**src/include/mem_defs.svh**
```systemverilog
// sizes for the 1r4w memory; fifo depth must stay a power of two and exceed 2*MEM_NUMWRPT.
`ifndef MEM_DEFS_SVH
`define MEM_DEFS_SVH

// data word and address space.
`define MEM_WIDTH      32
`define MEM_BITADDR    8
`define MEM_NUMADDR    256

// port counts.
`define MEM_NUMWRPT    4
`define MEM_NUMDRAIN   2

// write fifo, depth is 2**MEM_BITFIFO.
`define MEM_BITFIFO    4
`define MEM_FIFO_DEPTH 16

`endif

```
**src/design/mem_pkg.sv**
```systemverilog
// shared types; widths follow mem_defs.svh, which must be on the include path.
`default_nettype none

`include "mem_defs.svh"

package mem_pkg;

  // one data word.
  typedef logic [`MEM_WIDTH-1:0] data_t;

  // one word address.
  typedef logic [`MEM_BITADDR-1:0] addr_t;

  // fifo occupancy, one extra bit so a full fifo is representable.
  typedef logic [`MEM_BITFIFO:0] fcnt_t;

  // init sequencer states.
  typedef enum logic [0:0] {
    INIT_CLEAR,
    INIT_DONE
  } init_state_e;

endpackage

`default_nettype wire

```
**src/design/read_port.sv**
```systemverilog
// read data is valid one cycle after read; reads before ready return rd_vld low.
`timescale 1ns/1ns
`default_nettype none

`include "mem_defs.svh"

module read_port (
  input  wire             clk,
  input  wire             arst_n,
  input  wire             ready,
  input  wire             read,
  input  wire             fwd_hit,
  input  mem_pkg::data_t  fwd_data,
  input  mem_pkg::data_t  arr_data,
  output logic            rd_vld,
  output mem_pkg::data_t  rd_dout
);

  logic           fwd_hit_q;
  mem_pkg::data_t fwd_data_q;

  always_ff @(posedge clk or negedge arst_n) begin
    if (!arst_n) begin
      rd_vld    <= 1'b0;
      fwd_hit_q <= 1'b0;
    end else begin
      rd_vld    <= read & ready;
      fwd_hit_q <= fwd_hit;
    end
  end

  always_ff @(posedge clk) begin
    fwd_data_q <= fwd_data; // captured alongside arr_data.
  end

  // pending fifo data beats the array.
  assign rd_dout = fwd_hit_q ? fwd_data_q : arr_data;

endmodule

`default_nettype wire

```
**config.mk**
```make
export PLATFORM = sky130hd
export DESIGN_NAME = read_port
export DESIGN_NICKNAME = d
export VERILOG_FILES = /design/src/design/mem_pkg.sv /design/src/design/read_port.sv
export VERILOG_INCLUDE_DIRS = /design/src /design/src/include
export SDC_FILE = /design/constraint.sdc
export NUM_CORES = 1
export LEC_CHECK = 0
export BUFFER_PORTS_ARGS = -buffer_cell sky130_fd_sc_hd__buf_2
export CAP_MARGIN = 15
export CORE_UTILIZATION = 29
export DETAILED_ROUTE_END_ITERATION = 12
export SETUP_SLACK_MARGIN = 0.2
export SYNTH_ARGS = -nofsm -noshare
export SYNTH_HDL_FRONTEND = slang
export SYNTH_SLANG_ARGS = --single-unit
```
**constraint.sdc**
```tcl
create_clock -name clk -period 1.15 [get_ports clk]
set_input_delay 0.115 -clock clk [delete_from_list [all_inputs] [get_ports clk]]
set_output_delay 0.115 -clock clk [all_outputs]
set_load 0.005 [all_outputs]
```
==> impl_metrics.env <==
export IMPL_status="complete, but fails checks"
export IMPL_violations="negative setup slack"
export IMPL_finalMaxSlewViolations=0
export IMPL_yosysWarnings=0
export IMPL_critPathCaptureType="output port"
export IMPL_synth_most_common_cell="dfxtp_1"
export IMPL_fin_crit_ns=1.44
export IMPL_syn_area_per_cell_um2=17.5
export IMPL_cts_sinks=34
export IMPL_setup_ws_ns=-0.292
export IMPL_cts_tree="yes"
export IMPL_wl_um=3220
export IMPL_synth_top_area_cell="dfxtp_1"
export IMPL_post_drt_wl_per_cell_um=12.2
export IMPL_port_buffers=101
export IMPL_synth_top_cells_by_area="dfxtp_1 (52%), mux2_4 (36%), buf_12 (4.8%)"
export IMPL_ant_nets=0
export IMPL_start_util_pct=30.6
export IMPL_syn2layout_area_growth_pct=92.9
export IMPL_pre_cts_ws_ns=-0.00362
export IMPL_htreeDepth=2
export IMPL_detail_route_first_pass_iterations=4
export IMPL_worst_setup_path_start_kind="flip-flop"
export IMPL_grt_pass1_wl_um=4730
export IMPL_crit_type="reg2out"
export IMPL_cts_root_buf="clkbuf_8"
export IMPL_power_total_mw=2.67
export IMPL_grtUsageTotal_pct=14.6
export IMPL_drcViolationCount=0
export IMPL_vdd_ir_drop_worst_uv=730
export IMPL_drt_iter0_markers=12
export IMPL_die_width_um=67.4
export IMPL_placementRows=23
export IMPL_antenna_found_initial=0
export IMPL_synth_seq_area_share_pct=55.6
export IMPL_ys_ff_latch=34
export IMPL_synth_area_mm2=0.00124
export IMPL_synthTopCellsByCount="dfxtp_1 (32), mux2_4 (30), buf_12 (3)"
export IMPL_pin_count=102
export IMPL_setup_violations=32
export IMPL_die_area_mm2=0.00455
export IMPL_synth_top_area_share_pct=51.6
export IMPL_worstPathMaxFanout=16
export IMPL_synth_edf_count=0
export IMPL_ys_flop_type="dfxtp_1"
export IMPL_dp_hpwl_um=2150
export IMPL_yosysUniqueCellTypes=7
export IMPL_cts_buffer_depth=2
export IMPL_post_cts_setup_buffer_count=0
export IMPL_cellLeakagePower_nw=1.22
export IMPL_vias_per_cell=4.06
export IMPL_worstMarginPinSlew_ns=0.133
export IMPL_max_slew_margin_pct=91.1
export IMPL_clk_pin_slew_worst_paths_ns=0.06
export IMPL_finalHoldViolCount=0
export IMPL_drv_cap=0
export IMPL_hp_class="in2reg"
export IMPL_vias=1068
export IMPL_nets=281
export IMPL_power_density_mw_per_mm2=1110
export IMPL_n_antenna_cell=0
export IMPL_die_y_um=67.4
export IMPL_gr_total_overflow=0
export IMPL_synthArstFlopShare_pct=5.88
export IMPL_grt_max_degree=17
export IMPL_grt_pass1_vias=1173
export IMPL_fin_crit_sh_pct=125
export IMPL_synth_cells=71
export IMPL_core_mm2=0.00406
export IMPL_critPathArrivalTime_ns=1.33
export IMPL_synth_nets=140
export IMPL_layout_drive_gt1_share_pct=66.7
export IMPL_place_congestion=0.652
export IMPL_cp_required_ns=1.03
export IMPL_fmax_mhz=693
export IMPL_cts_buffers=5
export IMPL_rsz0062_at_grt="true"
## sequential cells by signal, summed over array words and instances, names as in the netlist
name,cells
fwd_data_q,32
fwd_hit_q,1
rd_vld,1
## where the power goes
part,internal [mW],switching (mW),total (mW)
combinational,0.446,0.164,0.610
clock,0.429,0.365,0.794
sequential,1.24,0.0203,1.26
total,2.12,0.549,2.67
## cells by family (layout without fill, tap and decap cells)
group | Yosys count | in the layout | share of synthesized area, %
flip-flops | 34 | 34 | 55.6
multiplexers | 32 | 32 | 38.1
buffers and inverters | 4 | 146 | 5.75
AND/OR/NAND/NOR | 1 | 1 | 0.504
## worst max-delay path, stage by stage, from the launching register on
cell and delay, ns:
dfrtp_2 0.45, buf_12 0.18, mux2_4 0.31, buf_6 0.12
## cell usage in the layout, fill, tap and decap left out
| cell type | netlist | layout |
|---|---|---|
| clkbuf_1 | 0 | 3 |
| clkbuf_8 | 0 | 5 |
| mux2_2 | 2 | 2 |
| buf_12 | 3 | 2 |
| buf_6 | 1 | 30 |
| and2_1 | 1 | 1 |
| dfrtp_1 | 2 | 1 |
| mux2_4 | 30 | 30 |
| dlygate4sd3_1 | 0 | 34 |
| dfxtp_1 | 32 | 32 |
| buf_2 | 0 | 71 |
| buf_4 | 0 | 1 |
| dfrtp_2 | 0 | 1 |
## worst paths after layout
path                                startpoint  cells after the start             endpoint
min in group asynchronous               arst_n                      2  fwd_hit_q$_DFF_PN0_
worst max-delay path       fwd_hit_q$_DFF_PN0_                      3          rd_dout[13]
max in group asynchronous               arst_n                      2  fwd_hit_q$_DFF_PN0_
worst min-delay path                     ready                      2     rd_vld$_DFF_PN0_
## area by class of cell
cell class	count	area, um^2
Clock buffer	8	80.1
Fill cell	334	1660
Multi-Input combinational cell	33	479
Sequential cell	34	692
Tap cell	50	62.6
Timing Repair Buffer	138	1080
## repair_timing
action,4_1_cts,5_1_grt
endpoints found under the setup margin,32,32
hold buffers,34,0
gates resized for setup,26,4
endpoints found under the hold margin,35,0
## per-layer routing
layer / GRT usage (%) / routed length, um
met1: 13.1 / 1120
met2: 28.5 / 1840
met3: 4.39 / 211
met4: 8.24 / 46
met5: 0 / 0
## through the flow
stage               instances  utilization [%]  hold WS, ns  instance area, um^2   TNS, ns
global route              263             59.0       0.0373                 2390    -10.33
CTS                       263             58.4       0.0346                 2370     -9.58
floorplan                  71                -       -0.181                 1240         0
global placement          221             44.0      -0.0951                 1790         0
detailed placement        221             44.0      -0.0871                 1790  -0.00967
finish                    263             59.0       0.0481                 2390     -8.92
Note: power is estimated with default switching activity, not from simulation.
