## src/include/mem_defs.svh

```systemverilog
// sizes for the 1r4w memory; fifo depth must stay a power of two and exceed 2*MEM_NUMWRPT.
`ifndef MEM_DEFS_SVH
`define MEM_DEFS_SVH

// data word and address space.
`define MEM_WIDTH      32
`define MEM_BITADDR    8
`define MEM_NUMADDR    256

// port counts.
`define MEM_NUMWRPT    4
`define MEM_NUMDRAIN   2

// write fifo, depth is 2**MEM_BITFIFO.
`define MEM_BITFIFO    4
`define MEM_FIFO_DEPTH 16

`endif

```

## src/design/mem_pkg.sv

```systemverilog
// shared types; widths follow mem_defs.svh, which must be on the include path.
`default_nettype none

`include "mem_defs.svh"

package mem_pkg;

  // one data word.
  typedef logic [`MEM_WIDTH-1:0] data_t;

  // one word address.
  typedef logic [`MEM_BITADDR-1:0] addr_t;

  // fifo occupancy, one extra bit so a full fifo is representable.
  typedef logic [`MEM_BITFIFO:0] fcnt_t;

  // init sequencer states.
  typedef enum logic [0:0] {
    INIT_CLEAR,
    INIT_DONE
  } init_state_e;

endpackage

`default_nettype wire

```

## src/design/init_seq.sv

```systemverilog
// clears one row per clock after reset; ready stays low for MEM_NUMADDR cycles.
`timescale 1ns/1ns
`default_nettype none

`include "mem_defs.svh"

module init_seq (
  input  wire             clk,
  input  wire             arst_n,
  output logic            clr_en,
  output mem_pkg::addr_t  clr_adr,
  output logic            ready
);

  mem_pkg::init_state_e state;
  mem_pkg::addr_t       row;

  always_ff @(posedge clk or negedge arst_n) begin
    if (!arst_n) begin
      state <= mem_pkg::INIT_CLEAR;
      row   <= '0;
    end else begin
      case (state)
        mem_pkg::INIT_CLEAR: begin
          row <= row + 1'b1; // wraps back to zero on the last row.
          if (row == mem_pkg::addr_t'(`MEM_NUMADDR - 1)) begin
            state <= mem_pkg::INIT_DONE;
          end
        end
        default: begin
          state <= mem_pkg::INIT_DONE; // hold until the next reset.
        end
      endcase
    end
  end

  assign clr_en  = (state == mem_pkg::INIT_CLEAR);
  assign clr_adr = row;
  assign ready   = (state == mem_pkg::INIT_DONE);

endmodule

`default_nettype wire

```

## config.mk

```make
export PLATFORM = sky130hd
export DESIGN_NAME = init_seq
export DESIGN_NICKNAME = d
export VERILOG_FILES = /design/src/design/mem_pkg.sv /design/src/design/init_seq.sv
export VERILOG_INCLUDE_DIRS = /design/src /design/src/include
export SDC_FILE = /design/constraint.sdc
export NUM_CORES = 1
export LEC_CHECK = 0
export ABC_CLOCK_PERIOD_IN_PS = 3070
export BUFFER_PORTS_ARGS = -buffer_cell sky130_fd_sc_hd__buf_4
export CAP_MARGIN = 20
export CORE_AREA = 2 2 39 41
export CTS_BUF_LIST = sky130_fd_sc_hd__clkbuf_4 sky130_fd_sc_hd__clkbuf_8
export CTS_CLUSTER_SIZE = 12
export DETAILED_ROUTE_END_ITERATION = 16
export DIE_AREA = 0 0 41 43
export PLACE_DENSITY = 0.53
export SYNTH_ARGS = -nofsm -noshare
export SYNTH_HDL_FRONTEND = slang
export SYNTH_SLANG_ARGS = --single-unit
export TNS_END_PERCENT = 5
```

## constraint.sdc

```tcl
create_clock -name clk -period 3.07 [get_ports clk]
set_input_delay 0.307 -clock clk [delete_from_list [all_inputs] [get_ports clk]]
set_output_delay 0.307 -clock clk [all_outputs]
set_load 0.01 [all_outputs]
```

==> metrics.md <==
| Metric | Value |
|---|---|
| Root Driver | `clkbuf_4` |
| Die height | `~43 um` |
| Post-synth top area share | `0.5625` |
| EDFF count, synth | `0` |
| Endpoint type of the worst setup path | `output port` |
| Synth Warn # | `0` |
| Final cycle utilization of the critical path | `0.4219` |
| Cells after Synth | `31` |
| Port bufs | `11` |
| Post-synth cell types | `15` |
| Worst setup path endpoint | `clr_en` |
| R2R cell count | `4` |
| Simple-gate share of the synthesized area | `0.1875` |
| Number of global-route vias before repair | `between 200 and 300` |
| Largest net degree at the start of global routing | `10` |
| Leakage power | `0.0002843 uW` |
| Die area | `between 1500 and 2000 um2` |
| R2r setup slk | `1.87 ns` |
| Clock Power Share | `0.457` |
| Crit path required time | `between 2 and 3 ns` |
| Mux contribution to synthesized area | `0.02812` |
| Final clock skew | `about 0.0034 ns` |
| Placed cell count | `just under 60` |
| Initial Util | `0.2893` |
| Initial DRT Pass Iterations | `2` |
| Yosys reg bits | `9` |
| Post-Synth Adder-Cell Area | `0.03125` |
| Clk_lat worst skew | `0.26 ns` |
| Top post-synthesis cells by area | `dfrtp_1 (56%), xnor2_1 (11%), nand4b_4 (5.9%), xor2_1 (4.4%), ha_1 (3.1%)` |
| Crit-path cells | `inv_1 -> buf_4` |
| First-pass GRT wire length | `between 1000 and 1500 um` |
| Post-synth ARST share | `1.000` |
| Sw frac | `0.2068` |
| CTS H-Tree Depth | `1` |
| XOR/XNOR share of the synthesized area | `0.1531` |
| Max_cap viols | `0` |
| Post-synthesis sequential area ratio | `0.5625` |
| RSZ-0062 raised after global routing | `false` |
| CP Max Fanout | `6` |
| Critical path's largest stage delay | `between 0.4 and 0.5 ns` |
| Commonest cells in the netlist | `dfrtp_1 (9), xnor2_1 (5), nand2_1 (3)` |
| DR vias/cell | `roughly 4.6` |
| Max Freq | `772.1 MHz` |
| PostCTS Resize Cnt | `0` |
| Final Hold Viols | `0` |
| Fin. max-slew vios | `0` |
| ANT nets after route | `0` |
| Pre-CTS WS | `between 1.5 and 2 ns` |
| Startpoint Class | `flip-flop` |
| Tot GR Track Use | `0.1105` |
| Pwr Total | `226.0 uW` |
| Final Non-Filler Cells | `63` |
| Number of nets in the layout | `between 50 and 60` |
| Setup TNS Final | `0 ns` |
| R2R Path End | `clr_adr[6]` |
| Post-synthesis compound-gate area fraction | `0.01875` |
| Synth-to-Final Area Change | `35.63%` |
| Power Internal | `179.3 uW` |
| Row cnt | `14` |
| Routed wire per std cell | `around 12 um` |
| Initial antenna violation count | `0` |
| Antenna cells | `0` |
| Worst-margin pin slew | `0.2515 ns` |
| Largest family of logic cells by synthesized area | `simple AND/OR/NAND/NOR gates` |
| Peak supply drop | `0.1944 mV` |
| Post-Syn Nets | `34` |
| Clk buf depth | `2` |
| Final worst slack | `around 1.8 ns` |
| Min cycle time layout | `around 1.3 ns` |
| Switch Pwr | `approximately 47 uW` |
| Crit path kind | `flip-flop to output port` |
| Clk sinks | `9` |
| 1st-iter DRT viols | `3` |
| Share of cells above drive strength 1 | `0.4043` |
| Post-Syn Area per Cell | `~13 um2` |
| Comb pwr share | `0.018` |
| Status | `finished clean` |
| CTS tree | `built` |
| Clk pin slew, worst setup/hold paths | `0.07 ns` |
| Synthesized area | `roughly 400 um2` |
| Die extent in x | `41 um` |
| Vias after detailed routing | `between 200 and 300` |
| Max stage delay cell, worst path | `dfrtp_1` |
| Sequential power share | `0.524` |
| WL final | `769 um` |
| PD cells | `around 420 nW/um2` |
| DR DRC count | `0` |
| Critical R2R Launch | `clr_adr[0]` |
| Worst EP arrival | `between 0.9 and 1 ns` |
| Worst slew margin | `0.8323` |
| Synth area leader | `dfrtp_1` |
| CTS Buf Count | `3` |
| Hold WC Path Type | `primary input to async pin` |
| Global placement routability congestion | `0.8061` |
| Main synth FF type | `dfrtp_1` |
| Count leader, synth | `dfrtp_1` |
| Core ar. | `~1400 um2` |
| WHS | `around 0.4 ns` |
| I/O Pins | `12` |
| Global route overflow | `0` |
| CP startpoint | `ready` |
| Endpoints failing setup | `0` |
critical path: cells and delay by family, from the launching register on:
| kind | cells | cell delay, ns |
|---|---|---|
| DFF | 1 | 0.44 |
| buffers and inverters | 2 | 0.28 |
per-layer routing:
metal | vias up | part of all wire | global-route usage
met5 | - | 0 | 0
met4 | 0 | 0.021 | 0.1000
li1 | 137 | - | -
met2 | 12 | 0.46 | 0.1469
met3 | 2 | 0.078 | 0.03141
met1 | 138 | 0.44 | 0.1362
cell families (layout without fill, tap and decap cells):
family	Yosys count	count (layout)
and+or+nand+nor	10	10
DFF	9	9
xor gates and xnor gates	7	7
buffers and inverters	2	18
adders and majority gates	1	1
AOI/OAI and AO/OA	1	1
muxes	1	1
metrics by stage:
step                cell area (um2)    util
detailed placement            503.0  0.3635
CTS                           543.0  0.3924
floorplan                     400.4       -
finish                        543.0  0.3924
global route                  543.0  0.3924
global placement              503.0  0.3635
power by group through the flow:
stage / Combinational, uW / Sequential, uW / Clock, uW
floorplan: 0.0000963 / 121 / 0
detailed placement: 3.41 / 121 / 0
CTS: 4.38 / 119 / 106
global placement: 3.15 / 121 / 0
finish: 4.12 / 119 / 103
global route: 4.78 / 118 / 111
cells in the final DEF, fill, tap and decap left out:
| cell | instances |
|---|---|
| nand2_1 | 3 |
| buf_4 | 11 |
| dfrtp_1 | 9 |
| mux2_2 | 1 |
| nand4_1 | 1 |
| nor3_2 | 1 |
| nand3_2 | 1 |
| ha_1 | 1 |
| o31ai_1 | 1 |
| nor3_1 | 1 |
| nand3_1 | 1 |
| nand4b_4 | 1 |
| xnor2_1 | 5 |
| dlygate4sd3_1 | 1 |
| xor2_1 | 2 |
| clkbuf_4 | 4 |
| inv_1 | 2 |
| nor2_1 | 1 |
repair_timing:
action                    CTS  global route
buffers inserted            0             0
hold endpoints to repair    9             0
hold buffers                1             0
cell type report:
class,count,area (um2)
Fill cell,143,840.8
Inverter,2,7.507
Multi-Input combinational cell,20,167.7
Sequential cell,9,225.2
Timing Repair Buffer,12,92.59
Clock buffer,4,30.03
Tap cell,16,20.02
how the worst min path moves through the flow:
stage           start    endpoint  slack [ns]  cells after the start
2_1_floorplan  arst_n  clr_adr[0]        0.01                      0
3_3_place_gp   arst_n  clr_adr[1]        0.13                      1
3_5_place_dp   arst_n  clr_adr[0]        0.14                      1
4_1_cts        arst_n  clr_adr[4]        0.40                      2
5_1_grt        arst_n  clr_adr[4]        0.43                      2
6_report       arst_n  clr_adr[1]        0.40                      2
registers in the layout (all words and copies together) (netlist names):
name,cells
clr_adr,8
ready,1
No activity file was read; power rests on OpenSTA's default activity.
